File: src/verilog/cpu_config.svh
`ifndef CPU_CONFIG_SVH
`define CPU_CONFIG_SVH

// program counter value after reset
`define CPU_PC_INIT 32'h0000_0000

// architectural registers, r0 reads as zero
`define CPU_REG_COUNT 32

// opcode that stops the core once it retires
`define CPU_HALT_OP 6'h3f

`endif

File: src/verilog/cpu_pkg.sv
`default_nettype none
`include "cpu_config.svh"

package cpu_pkg;

  typedef logic [31:0] word_t;
  typedef logic [4:0]  regbits_t;

  typedef enum logic [5:0] {
    OP_RTYPE = 6'h00,
    OP_J     = 6'h02,
    OP_JAL   = 6'h03,
    OP_BEQ   = 6'h04,
    OP_BNE   = 6'h05,
    OP_ADDIU = 6'h09,
    OP_SLTI  = 6'h0a,
    OP_ANDI  = 6'h0c,
    OP_ORI   = 6'h0d,
    OP_XORI  = 6'h0e,
    OP_LUI   = 6'h0f,
    OP_LW    = 6'h23,
    OP_SW    = 6'h2b,
    OP_HALT  = `CPU_HALT_OP
  } opcode_t;

  typedef enum logic [5:0] {
    FN_SLL  = 6'h00,
    FN_SRL  = 6'h02,
    FN_JR   = 6'h08,
    FN_ADDU = 6'h21,
    FN_SUBU = 6'h23,
    FN_AND  = 6'h24,
    FN_OR   = 6'h25,
    FN_XOR  = 6'h26,
    FN_NOR  = 6'h27,
    FN_SLT  = 6'h2a,
    FN_SLTU = 6'h2b
  } funct_t;

  typedef enum logic [3:0] {
    ALU_SLL, ALU_SRL, ALU_ADD, ALU_SUB, ALU_AND,
    ALU_OR, ALU_XOR, ALU_NOR, ALU_SLT, ALU_SLTU
  } aluop_t;

  // instruction formats
  typedef struct packed {
    opcode_t     opcode;
    regbits_t    rs;
    regbits_t    rt;
    regbits_t    rd;
    logic [4:0]  shamt;
    funct_t      funct;
  } r_t;

  typedef struct packed {
    opcode_t     opcode;
    regbits_t    rs;
    regbits_t    rt;
    logic [15:0] imm;
  } i_t;

  typedef struct packed {
    opcode_t     opcode;
    logic [25:0] addr;
  } j_t;

  typedef enum logic [1:0] {RD_RT, RD_RD, RD_R31} regdst_t;
  typedef enum logic [1:0] {IMM_ZERO, IMM_SIGN, IMM_UPPER, IMM_SHAMT} immsel_t;
  typedef enum logic [1:0] {FWD_RF, FWD_WB, FWD_MEM, FWD_LOAD} fwd_sel_t;

  // all zero is a bubble
  typedef struct packed {
    aluop_t  alu_op;
    logic    alu_src;
    immsel_t imm_sel;
    regdst_t reg_dst;
    logic    reg_wr;
    logic    mem_to_reg;
    logic    mem_wr;
    logic    beq;
    logic    bne;
    logic    jump;
    logic    jal;
    logic    jreg;
    logic    halt;
  } ctrl_t;

  typedef struct packed {
    word_t imem_addr;
    logic  imem_ren;
    word_t dmem_addr;
    word_t dmem_store;
    logic  dmem_ren;
    logic  dmem_wen;
    logic  halt;
  } dp_out_t;

  typedef struct packed {
    logic  ihit;
    logic  dhit;
    word_t imem_load;
    word_t dmem_load;
  } dp_in_t;

  // pipeline registers
  typedef struct packed {
    word_t instr;
    word_t npc;
  } if_id_t;

  typedef struct packed {
    ctrl_t    ctrl;
    word_t    npc;
    word_t    rdat1;
    word_t    rdat2;
    word_t    imm;
    word_t    instr;
    regbits_t dest;
  } id_ex_t;

  typedef struct packed {
    ctrl_t    ctrl;
    word_t    npc;
    word_t    alu_out;
    logic     zero;
    word_t    store;
    word_t    target;
    regbits_t dest;
  } ex_mem_t;

  typedef struct packed {
    ctrl_t    ctrl;
    word_t    npc;
    word_t    alu_out;
    word_t    load;
    regbits_t dest;
  } mem_wb_t;

endpackage

`default_nettype wire

File: src/verilog/alu.sv
`default_nettype none

module alu (
  input  wire cpu_pkg::aluop_t op,
  input  wire cpu_pkg::word_t  a,
  input  wire cpu_pkg::word_t  b,
  output cpu_pkg::word_t       result,
  output logic                 zero
);

  always_comb begin
    case (op)
      cpu_pkg::ALU_SLL:  result = a << b[4:0];
      cpu_pkg::ALU_SRL:  result = a >> b[4:0];
      cpu_pkg::ALU_ADD:  result = a + b;
      cpu_pkg::ALU_SUB:  result = a - b;
      cpu_pkg::ALU_AND:  result = a & b;
      cpu_pkg::ALU_OR:   result = a | b;
      cpu_pkg::ALU_XOR:  result = a ^ b;
      cpu_pkg::ALU_NOR:  result = ~(a | b);
      cpu_pkg::ALU_SLT:  result = {31'd0, $signed(a) < $signed(b)};
      cpu_pkg::ALU_SLTU: result = {31'd0, a < b};
      default:           result = '0;
    endcase
  end

  // branches look at this after a subtract
  assign zero = (result == '0);

endmodule

`default_nettype wire

File: src/verilog/control_unit.sv
`default_nettype none

module control_unit (
  input  wire cpu_pkg::word_t instr,
  output cpu_pkg::ctrl_t      ctrl
);

  cpu_pkg::r_t rtype;

  assign rtype = instr;

  always_comb begin
    ctrl = '0;
    case (rtype.opcode)
      cpu_pkg::OP_RTYPE: begin
        ctrl.reg_dst = cpu_pkg::RD_RD;
        ctrl.reg_wr  = 1'b1;
        case (rtype.funct)
          cpu_pkg::FN_SLL: begin
            ctrl.alu_op  = cpu_pkg::ALU_SLL;
            ctrl.alu_src = 1'b1;
            ctrl.imm_sel = cpu_pkg::IMM_SHAMT;
          end
          cpu_pkg::FN_SRL: begin
            ctrl.alu_op  = cpu_pkg::ALU_SRL;
            ctrl.alu_src = 1'b1;
            ctrl.imm_sel = cpu_pkg::IMM_SHAMT;
          end
          cpu_pkg::FN_JR: begin
            ctrl.reg_wr = 1'b0;
            ctrl.jreg   = 1'b1;
          end
          cpu_pkg::FN_ADDU: ctrl.alu_op = cpu_pkg::ALU_ADD;
          cpu_pkg::FN_SUBU: ctrl.alu_op = cpu_pkg::ALU_SUB;
          cpu_pkg::FN_AND:  ctrl.alu_op = cpu_pkg::ALU_AND;
          cpu_pkg::FN_OR:   ctrl.alu_op = cpu_pkg::ALU_OR;
          cpu_pkg::FN_XOR:  ctrl.alu_op = cpu_pkg::ALU_XOR;
          cpu_pkg::FN_NOR:  ctrl.alu_op = cpu_pkg::ALU_NOR;
          cpu_pkg::FN_SLT:  ctrl.alu_op = cpu_pkg::ALU_SLT;
          cpu_pkg::FN_SLTU: ctrl.alu_op = cpu_pkg::ALU_SLTU;
          default:          ctrl = '0;
        endcase
      end
      cpu_pkg::OP_J: ctrl.jump = 1'b1;
      cpu_pkg::OP_JAL: begin
        ctrl.jal     = 1'b1;
        ctrl.reg_wr  = 1'b1;
        ctrl.reg_dst = cpu_pkg::RD_R31;
      end
      // branches compare rs and rt through a subtract
      cpu_pkg::OP_BEQ, cpu_pkg::OP_BNE: begin
        ctrl.alu_op  = cpu_pkg::ALU_SUB;
        ctrl.imm_sel = cpu_pkg::IMM_SIGN;
        ctrl.beq     = (rtype.opcode == cpu_pkg::OP_BEQ);
        ctrl.bne     = (rtype.opcode == cpu_pkg::OP_BNE);
      end
      cpu_pkg::OP_ADDIU, cpu_pkg::OP_SLTI, cpu_pkg::OP_ANDI,
      cpu_pkg::OP_ORI, cpu_pkg::OP_XORI, cpu_pkg::OP_LUI: begin
        ctrl.alu_src = 1'b1;
        ctrl.reg_wr  = 1'b1;
        case (rtype.opcode)
          cpu_pkg::OP_ADDIU: begin
            ctrl.alu_op  = cpu_pkg::ALU_ADD;
            ctrl.imm_sel = cpu_pkg::IMM_SIGN;
          end
          cpu_pkg::OP_SLTI: begin
            ctrl.alu_op  = cpu_pkg::ALU_SLT;
            ctrl.imm_sel = cpu_pkg::IMM_SIGN;
          end
          cpu_pkg::OP_ANDI: ctrl.alu_op = cpu_pkg::ALU_AND;
          cpu_pkg::OP_ORI:  ctrl.alu_op = cpu_pkg::ALU_OR;
          cpu_pkg::OP_XORI: ctrl.alu_op = cpu_pkg::ALU_XOR;
          // lui ors the upper immediate into a zero operand
          default: begin
            ctrl.alu_op  = cpu_pkg::ALU_OR;
            ctrl.imm_sel = cpu_pkg::IMM_UPPER;
          end
        endcase
      end
      cpu_pkg::OP_LW, cpu_pkg::OP_SW: begin
        ctrl.alu_op     = cpu_pkg::ALU_ADD;
        ctrl.alu_src    = 1'b1;
        ctrl.imm_sel    = cpu_pkg::IMM_SIGN;
        ctrl.reg_wr     = (rtype.opcode == cpu_pkg::OP_LW);
        ctrl.mem_to_reg = (rtype.opcode == cpu_pkg::OP_LW);
        ctrl.mem_wr     = (rtype.opcode == cpu_pkg::OP_SW);
      end
      cpu_pkg::OP_HALT: ctrl.halt = 1'b1;
      default:          ctrl = '0;
    endcase
  end

endmodule

`default_nettype wire

File: src/verilog/datapath.sv
`default_nettype none
`include "cpu_config.svh"

module datapath (
  input  wire logic             CLK,
  input  wire logic             nRST,
  input  wire cpu_pkg::dp_in_t  mem_in,
  output cpu_pkg::dp_out_t      mem_out
);

  cpu_pkg::word_t    pc, pc_plus4, next_pc;
  cpu_pkg::if_id_t   if_id, if_id_next;
  cpu_pkg::id_ex_t   id_ex, id_ex_next;
  cpu_pkg::ex_mem_t  ex_mem, ex_mem_next;
  cpu_pkg::mem_wb_t  mem_wb, mem_wb_next;

  cpu_pkg::r_t       id_r, ex_r;
  cpu_pkg::i_t       id_i;
  cpu_pkg::j_t       ex_j;
  cpu_pkg::ctrl_t    id_ctrl;
  cpu_pkg::word_t    rf_rdat1, rf_rdat2, id_imm;
  cpu_pkg::regbits_t id_dest;

  cpu_pkg::fwd_sel_t fwd_a, fwd_b;
  cpu_pkg::word_t    op_rs, op_rt, alu_a, alu_b, alu_result;
  cpu_pkg::word_t    branch_addr, jump_addr, ex_target, wb_wdat;
  logic              alu_zero, mem_taken;
  logic              dmem_busy, advance, halting, halt_q;

  // fetch
  assign pc_plus4   = pc + 32'd4;
  assign if_id_next = '{instr: mem_in.imem_load, npc: pc_plus4};

  // decode
  assign id_r = if_id.instr;
  assign id_i = if_id.instr;

  control_unit u_control (
    .instr (if_id.instr),
    .ctrl  (id_ctrl)
  );

  register_file u_regs (
    .CLK   (CLK),
    .nRST  (nRST),
    .wen   (mem_wb.ctrl.reg_wr),
    .wsel  (mem_wb.dest),
    .wdat  (wb_wdat),
    .rsel1 (id_r.rs),
    .rsel2 (id_r.rt),
    .rdat1 (rf_rdat1),
    .rdat2 (rf_rdat2)
  );

  always_comb begin
    case (id_ctrl.imm_sel)
      cpu_pkg::IMM_SIGN:  id_imm = {{16{id_i.imm[15]}}, id_i.imm};
      cpu_pkg::IMM_UPPER: id_imm = {id_i.imm, 16'h0000};
      cpu_pkg::IMM_SHAMT: id_imm = {27'd0, id_r.shamt};
      default:            id_imm = {16'h0000, id_i.imm};
    endcase
    case (id_ctrl.reg_dst)
      cpu_pkg::RD_RD:  id_dest = id_r.rd;
      cpu_pkg::RD_R31: id_dest = 5'd31;
      default:         id_dest = id_r.rt;
    endcase
  end

  assign id_ex_next = '{
    ctrl:  id_ctrl,
    npc:   if_id.npc,
    rdat1: rf_rdat1,
    rdat2: rf_rdat2,
    imm:   id_imm,
    instr: if_id.instr,
    dest:  id_dest
  };

  // execute
  assign ex_r = id_ex.instr;
  assign ex_j = id_ex.instr;

  forward_unit u_forward (
    .ex_rs      (ex_r.rs),
    .ex_rt      (ex_r.rt),
    .mem_dest   (ex_mem.dest),
    .wb_dest    (mem_wb.dest),
    .mem_reg_wr (ex_mem.ctrl.reg_wr),
    .mem_to_reg (ex_mem.ctrl.mem_to_reg),
    .wb_reg_wr  (mem_wb.ctrl.reg_wr),
    .fwd_a      (fwd_a),
    .fwd_b      (fwd_b)
  );

  always_comb begin
    case (fwd_a)
      cpu_pkg::FWD_LOAD: op_rs = mem_in.dmem_load;
      cpu_pkg::FWD_MEM:  op_rs = ex_mem.alu_out;
      cpu_pkg::FWD_WB:   op_rs = wb_wdat;
      default:           op_rs = id_ex.rdat1;
    endcase
    case (fwd_b)
      cpu_pkg::FWD_LOAD: op_rt = mem_in.dmem_load;
      cpu_pkg::FWD_MEM:  op_rt = ex_mem.alu_out;
      cpu_pkg::FWD_WB:   op_rt = wb_wdat;
      default:           op_rt = id_ex.rdat2;
    endcase
    // shifts work on rt, lui on a zero operand
    case (id_ex.ctrl.imm_sel)
      cpu_pkg::IMM_SHAMT: alu_a = op_rt;
      cpu_pkg::IMM_UPPER: alu_a = '0;
      default:            alu_a = op_rs;
    endcase
  end

  assign alu_b = id_ex.ctrl.alu_src ? id_ex.imm : op_rt;

  alu u_alu (
    .op     (id_ex.ctrl.alu_op),
    .a      (alu_a),
    .b      (alu_b),
    .result (alu_result),
    .zero   (alu_zero)
  );

  assign branch_addr = id_ex.npc + {id_ex.imm[29:0], 2'b00};
  assign jump_addr   = {id_ex.npc[31:28], ex_j.addr, 2'b00};

  always_comb begin
    if (id_ex.ctrl.beq || id_ex.ctrl.bne) begin
      ex_target = branch_addr;
    end else if (id_ex.ctrl.jreg) begin
      ex_target = op_rs;
    end else begin
      ex_target = jump_addr;
    end
  end

  assign ex_mem_next = '{
    ctrl:    id_ex.ctrl,
    npc:     id_ex.npc,
    alu_out: alu_result,
    zero:    alu_zero,
    store:   op_rt,
    target:  ex_target,
    dest:    id_ex.dest
  };

  // memory, branches and jumps resolve here
  assign mem_taken = ex_mem.ctrl.jump || ex_mem.ctrl.jal || ex_mem.ctrl.jreg ||
                     (ex_mem.ctrl.beq && ex_mem.zero) ||
                     (ex_mem.ctrl.bne && !ex_mem.zero);

  assign mem_wb_next = '{
    ctrl:    ex_mem.ctrl,
    npc:     ex_mem.npc,
    alu_out: ex_mem.alu_out,
    load:    mem_in.dmem_load,
    dest:    ex_mem.dest
  };

  // writeback
  always_comb begin
    if (mem_wb.ctrl.jal) begin
      wb_wdat = mem_wb.npc;
    end else if (mem_wb.ctrl.mem_to_reg) begin
      wb_wdat = mem_wb.load;
    end else begin
      wb_wdat = mem_wb.alu_out;
    end
  end

  // hold everything while fetch misses or a data request waits
  assign dmem_busy = (ex_mem.ctrl.mem_to_reg || ex_mem.ctrl.mem_wr) && !mem_in.dhit;
  assign advance   = mem_in.ihit && !dmem_busy;

  // once a halt is decoded, fetch stops and only bubbles follow it
  assign halting = id_ctrl.halt || id_ex.ctrl.halt || ex_mem.ctrl.halt ||
                   mem_wb.ctrl.halt || halt_q;

  always_comb begin
    if (mem_taken) begin
      next_pc = ex_mem.target;
    end else if (halting) begin
      next_pc = pc;
    end else begin
      next_pc = pc_plus4;
    end
  end

  always_ff @(posedge CLK, negedge nRST) begin
    if (!nRST) begin
      pc     <= `CPU_PC_INIT;
      if_id  <= '0;
      id_ex  <= '0;
      ex_mem <= '0;
      mem_wb <= '0;
    end else if (advance) begin
      pc     <= next_pc;
      mem_wb <= mem_wb_next;
      if (mem_taken) begin
        // squash the three younger instructions
        if_id  <= '0;
        id_ex  <= '0;
        ex_mem <= '0;
      end else begin
        if_id  <= halting ? '0 : if_id_next;
        id_ex  <= id_ex_next;
        ex_mem <= ex_mem_next;
      end
    end
  end

  // sticky until reset
  always_ff @(posedge CLK, negedge nRST) begin
    if (!nRST) begin
      halt_q <= 1'b0;
    end else if (mem_wb.ctrl.halt) begin
      halt_q <= 1'b1;
    end
  end

  always_comb begin
    mem_out.imem_addr  = pc;
    mem_out.imem_ren   = !halt_q;
    mem_out.dmem_addr  = ex_mem.alu_out;
    mem_out.dmem_store = ex_mem.store;
    mem_out.dmem_ren   = ex_mem.ctrl.mem_to_reg;
    mem_out.dmem_wen   = ex_mem.ctrl.mem_wr;
    mem_out.halt       = halt_q;
  end

endmodule

`default_nettype wire

File: src/verilog/forward_unit.sv
`default_nettype none

module forward_unit (
  input  wire cpu_pkg::regbits_t ex_rs,
  input  wire cpu_pkg::regbits_t ex_rt,
  input  wire cpu_pkg::regbits_t mem_dest,
  input  wire cpu_pkg::regbits_t wb_dest,
  input  wire logic              mem_reg_wr,
  input  wire logic              mem_to_reg,
  input  wire logic              wb_reg_wr,
  output cpu_pkg::fwd_sel_t      fwd_a,
  output cpu_pkg::fwd_sel_t      fwd_b
);

  // newest producer first, a mem-stage load comes off the bus
  function automatic cpu_pkg::fwd_sel_t pick(input cpu_pkg::regbits_t src);
    if (src == '0) begin
      return cpu_pkg::FWD_RF;
    end
    if (mem_reg_wr && mem_dest == src) begin
      return mem_to_reg ? cpu_pkg::FWD_LOAD : cpu_pkg::FWD_MEM;
    end
    if (wb_reg_wr && wb_dest == src) begin
      return cpu_pkg::FWD_WB;
    end
    return cpu_pkg::FWD_RF;
  endfunction

  always_comb begin
    fwd_a = pick(ex_rs);
    fwd_b = pick(ex_rt);
  end

endmodule

`default_nettype wire

File: src/verilog/register_file.sv
`default_nettype none
`include "cpu_config.svh"

module register_file (
  input  wire logic              CLK,
  input  wire logic              nRST,
  input  wire logic              wen,
  input  wire cpu_pkg::regbits_t wsel,
  input  wire cpu_pkg::word_t    wdat,
  input  wire cpu_pkg::regbits_t rsel1,
  input  wire cpu_pkg::regbits_t rsel2,
  output cpu_pkg::word_t         rdat1,
  output cpu_pkg::word_t         rdat2
);

  cpu_pkg::word_t regs [`CPU_REG_COUNT];
  logic           wr_live;

  // r0 is never written
  assign wr_live = wen && (wsel != '0);

  always_ff @(posedge CLK, negedge nRST) begin
    if (!nRST) begin
      for (int i = 0; i < `CPU_REG_COUNT; i++) begin
        regs[i] <= '0;
      end
    end else if (wr_live) begin
      regs[wsel] <= wdat;
    end
  end

  // same-cycle write shows through to decode
  assign rdat1 = (wr_live && wsel == rsel1) ? wdat : regs[rsel1];
  assign rdat2 = (wr_live && wsel == rsel2) ? wdat : regs[rsel2];

endmodule

`default_nettype wire
File: config.mk
export PLATFORM = sky130hd
export DESIGN_NAME = datapath
export DESIGN_NICKNAME = d
export VERILOG_FILES = /design/src/verilog/cpu_pkg.sv /design/src/verilog/alu.sv /design/src/verilog/control_unit.sv /design/src/verilog/datapath.sv /design/src/verilog/forward_unit.sv /design/src/verilog/register_file.sv
export VERILOG_INCLUDE_DIRS = /design/src /design/src/verilog
export SDC_FILE = /design/constraint.sdc
export NUM_CORES = 2
export LEC_CHECK = 0
export BUFFER_PORTS_ARGS = -buffer_cell sky130_fd_sc_hd__buf_2
export CORE_UTILIZATION = 43
export CTS_BUF_LIST = sky130_fd_sc_hd__clkbuf_8 sky130_fd_sc_hd__clkbuf_16
export DETAILED_ROUTE_END_ITERATION = 10
export GPL_TIMING_DRIVEN = 0
export SKIP_LAST_GASP = 1
export SYNTH_ARGS = -nofsm -noshare
export SYNTH_HDL_FRONTEND = slang
export SYNTH_SLANG_ARGS = --single-unit
File: constraint.sdc
create_clock -name CLK -period 8.3 [get_ports CLK]
set_clock_uncertainty 0.05 [all_clocks]
set_input_delay 0.415 -clock CLK [delete_from_list [all_inputs] [get_ports CLK]]
set_output_delay 0.415 -clock CLK [all_outputs]
set_load 0.02 [all_outputs]
==> metrics.txt <==
clk sinks=around 1,500; Worst Setup End Kind=flip-flop; power per cell area=around 290 nW/um^2; VDD IR max=~240 uV; Pleak=between 0.04 and 0.05 uW; Syn Nets=8,874; die height=456 microns; final setup fails=0; slowest cell on the critical path=mux2i_1; routability cong.=1.05; Net Sw Frac=approximately 43%; critical path type=flip-flop to flip-flop; Longest Clk Path Bufs=3; routed wire length=around 420 mm; post-synthesis compound-gate area fraction=roughly 17%; Comb pwr share=38.6%; #FFs+latches synth=1,544; CTS Root Cell=clkbuf_16; # fillers=19,029; gr usage total=between 40% and 50%; Final Util=about half; CP max FO=10; DR vias/cell=roughly 6.5; Die W=around 460 microns; Remaining DRCs=0; most common library cells after synthesis=nand2_1 (1,678), dfrtp_1 (1,544), o21ai_0 (1,289); worst-margin pin slew=roughly 1500 ps; vias in the first global route=78,025; leading register cell type out of synthesis=dfrtp_1; Nets=around 9,300; max_slew headroom=-4.00%; violated checks=max-capacitance violations, max-slew violations; Mapped Cells=between 8,000 and 9,000; Seq/Total Area, Yosys=between 40 and 50%; row count=between 150 and 200; sw power=around 13,000 uW; post-synthesis cell type count=96; area of the multi-input gates=around 46,000 sq um; Final Cycle Share=99.9%; Synth Area in Simple Gates=between 10% and 20%; Clk pwr share=between 20% and 30%; FFs w/ async S/R, synth=100%; Critical Path RT=between 8000 and 9000 ps; main area contributors after synthesis=dfrtp_1 (44%), mux4_2 (17%), o21ai_0 (7.3%); mux contribution to synthesized area=19.4%; ANT nets after route=0; reg2reg path depth=28; count leader, synth=nand2_1; Syn Std Cell Area=just under 90,000 sq um; adder-cell area share of the yosys netlist=between 2 and 2.5%; Top Ports=168; CTS H-tree lvls=4; crit path launch type=flip-flop; DRT Pass-1 Iters=6; layout cell share with drive strength beyond 1=between 10% and 20%; Syn. warnings=0; largest family of logic cells by synthesized area=multiplexers; Data arrival, critical path=about 9000 ps; Clock transition at path regs=around 60 ps; RR Endpoint=ex_mem[69]$_DFFE_PN0P_; class of the worst hold path=primary input to asynchronous set/reset pin; Initial Utilization=43.3%; initial antenna violation count=23; status=finished, violations left; Synth top area share=between 40% and 50%; XOR/XNOR share of the synthesized area=approximately 1.3%; sequential power share=33.5%; CTS Buf Count=174; clock latency on the worst-skew pair=roughly 890 ps; DR iter-0 viols=between 9,000 and 10,000; CTS tree=yes; Slew Viols, Final=28; RR Startpoint=mem_wb[108]$_DFFE_PN0P_; global-route wire length before repair=roughly 590 mm; largest net degree at the start of global routing=between 150 and 200; Syn Area/Cell=~10 sq um; cell taking the most area after synthesis=dfrtp_1; fmax=about 0.12 GHz; endpoints failing hold=0; setup slack, reg-to-reg=around 10 ps; post-detail-place hpwl=roughly 340 mm; DP Area=slightly above 90,000 sq um; FF+latch area=38,600 sq um; internal power=approximately 17,000 uW; Wirelength per Cell=about 35 microns; max cap viols=3; Layout area overhead=13.6%; core area=approximately 200,000 sq um; fin crit period=8290 ps; Via Count=between 70,000 and 80,000; PortBufs=~170; hold slack=approximately 42 ps; crit-path max cell delay=630 ps; DIE AREA=slightly above 200,000 sq um; setup TNS=0 ps; Final Cell Area=about 100,000 sq um; EDFF count, synth=0; grt total ovfl=0
-- final cells by class --
| type | instances | area share [%] |
|---|---|---|
| Clock buffer | 210 | 4.82 |
| Timing Repair Buffer | 276 | 2.12 |
| Tap cell | 2688 | 3.34 |
| Buffer | 883 | 3.75 |
| Clock inverter | 110 | 1.20 |
| Antenna cell | 10 | 0.0249 |
| Inverter | 125 | 0.471 |
| Multi-Input combinational cell | 6106 | 45.9 |
| Sequential cell | 1544 | 38.4 |
-- through the flow --
step	total power, uW	setup slack [ps]	std cells
floorplan	15500	1990	8665
global placement	20400	-27100	11520
detailed placement	20500	-2620	11548
CTS	28800	0.361	11936
global route	30000	-44.1	11942
finish	29200	10.4	11952
-- power groups by stage --
| stage | logic (uW) | registers [uW] | clock network [uW] |
|---|---|---|---|
| after global placement | 10600 | 9830 | 0 |
| after detailed placement | 10700 | 9830 | 0 |
| after global routing | 11600 | 9820 | 8500 |
| final | 11300 | 9800 | 8140 |
| after CTS | 10900 | 9720 | 8200 |
| after floorplan | 6300 | 9150 | 0 |
-- worst max-delay path: cells and delay by family, from the launching register on --
family,cells,cell delay [ps]
XOR/XNOR,1,180
AND/OR/NAND/NOR,5,1140
flip-flops,1,320
buffers and inverters,6,1610
multiplexers,3,1220
adder cells (fa/ha/maj),1,500
AO/OA/AOI/OAI,12,3050
-- cells by family after synthesis --
logic type                 count (synthesis)
AOI/OAI and AO/OA                       2493
xor gates and xnor gates                 131
adders and majority gates                141
buffers and inverters                   1015
DFF                                     1544
muxes                                    884
and+or+nand+nor                         2457
-- worst max path at each step --
stage,from,endpoint,slack (ps)
after floorplan,mem_wb[108]$_DFFE_PN0P_,ex_mem[69]$_DFFE_PN0P_,1990
after global placement,nRST,mem_out[28]$_DFFE_PN0P_,-27100
after detailed placement,mem_wb[108]$_DFFE_PN0P_,ex_mem[69]$_DFFE_PN0P_,-2620
after CTS,ex_j[22]$_DFFE_PN0P_,ex_mem[69]$_DFFE_PN0P_,0.4
after global routing,ex_j[22]$_DFFE_PN0P_,ex_mem[69]$_DFFE_PN0P_,-40
final,mem_wb[108]$_DFFE_PN0P_,ex_mem[69]$_DFFE_PN0P_,10
-- timing repair --
action	CTS	global route
hold endpoints to repair	162	0
setup endpoints to repair	29	5
pin swaps	4	4
resized for setup	77	43
hold buffers	65	0
setup buffers	7	7
-- routing by layer --
metal	global-route usage [%]	share of wire, %	vias up
met3	7.86	7.9	1255
met1	47.9	36	40111
met2	64.8	47	4272
li1	-	-	32520
met4	31.5	9.4	14
met5	0	0.023	-
-- cell usage in the layout (no fill, tap or decap), types with 24 or more instances in the layout --
cell type / count
clkbuf_1: 681
nor3_1: 82
a22o_1: 266
and2_1: 28
buf_4: 98
mux2_2: 80
o211ai_1: 55
or3_1: 38
and3_1: 34
o21ai_0: 1284
nand3_1: 71
nor2_1: 301
buf_2: 200
mux4_2: 657
xor2_1: 33
clkbuf_16: 174
nor2b_1: 79
a31oi_1: 36
nand2_1: 1678
buf_1: 53
a21o_1: 33
a211oi_1: 129
xnor2_1: 98
a21oi_1: 280
nand4_1: 27
o21a_1: 24
dfrtp_1: 1544
inv_1: 161
dlygate4sd3_1: 65
clkbuf_8: 36
nor4_1: 27
o31ai_1: 35
clkinv_2: 27
mux2i_1: 136
ha_1: 138
o22ai_1: 46
-- sequential cells by signal, summed over array words and instances, names as in the netlist, 53 cells and up --
register	cells
ex_mem_next	53
mem_out	66
mem_wb	105
u_regs.regs	1024
ex_mem	77
id_ex	96
Note: power is estimated with default switching activity, not from simulation.
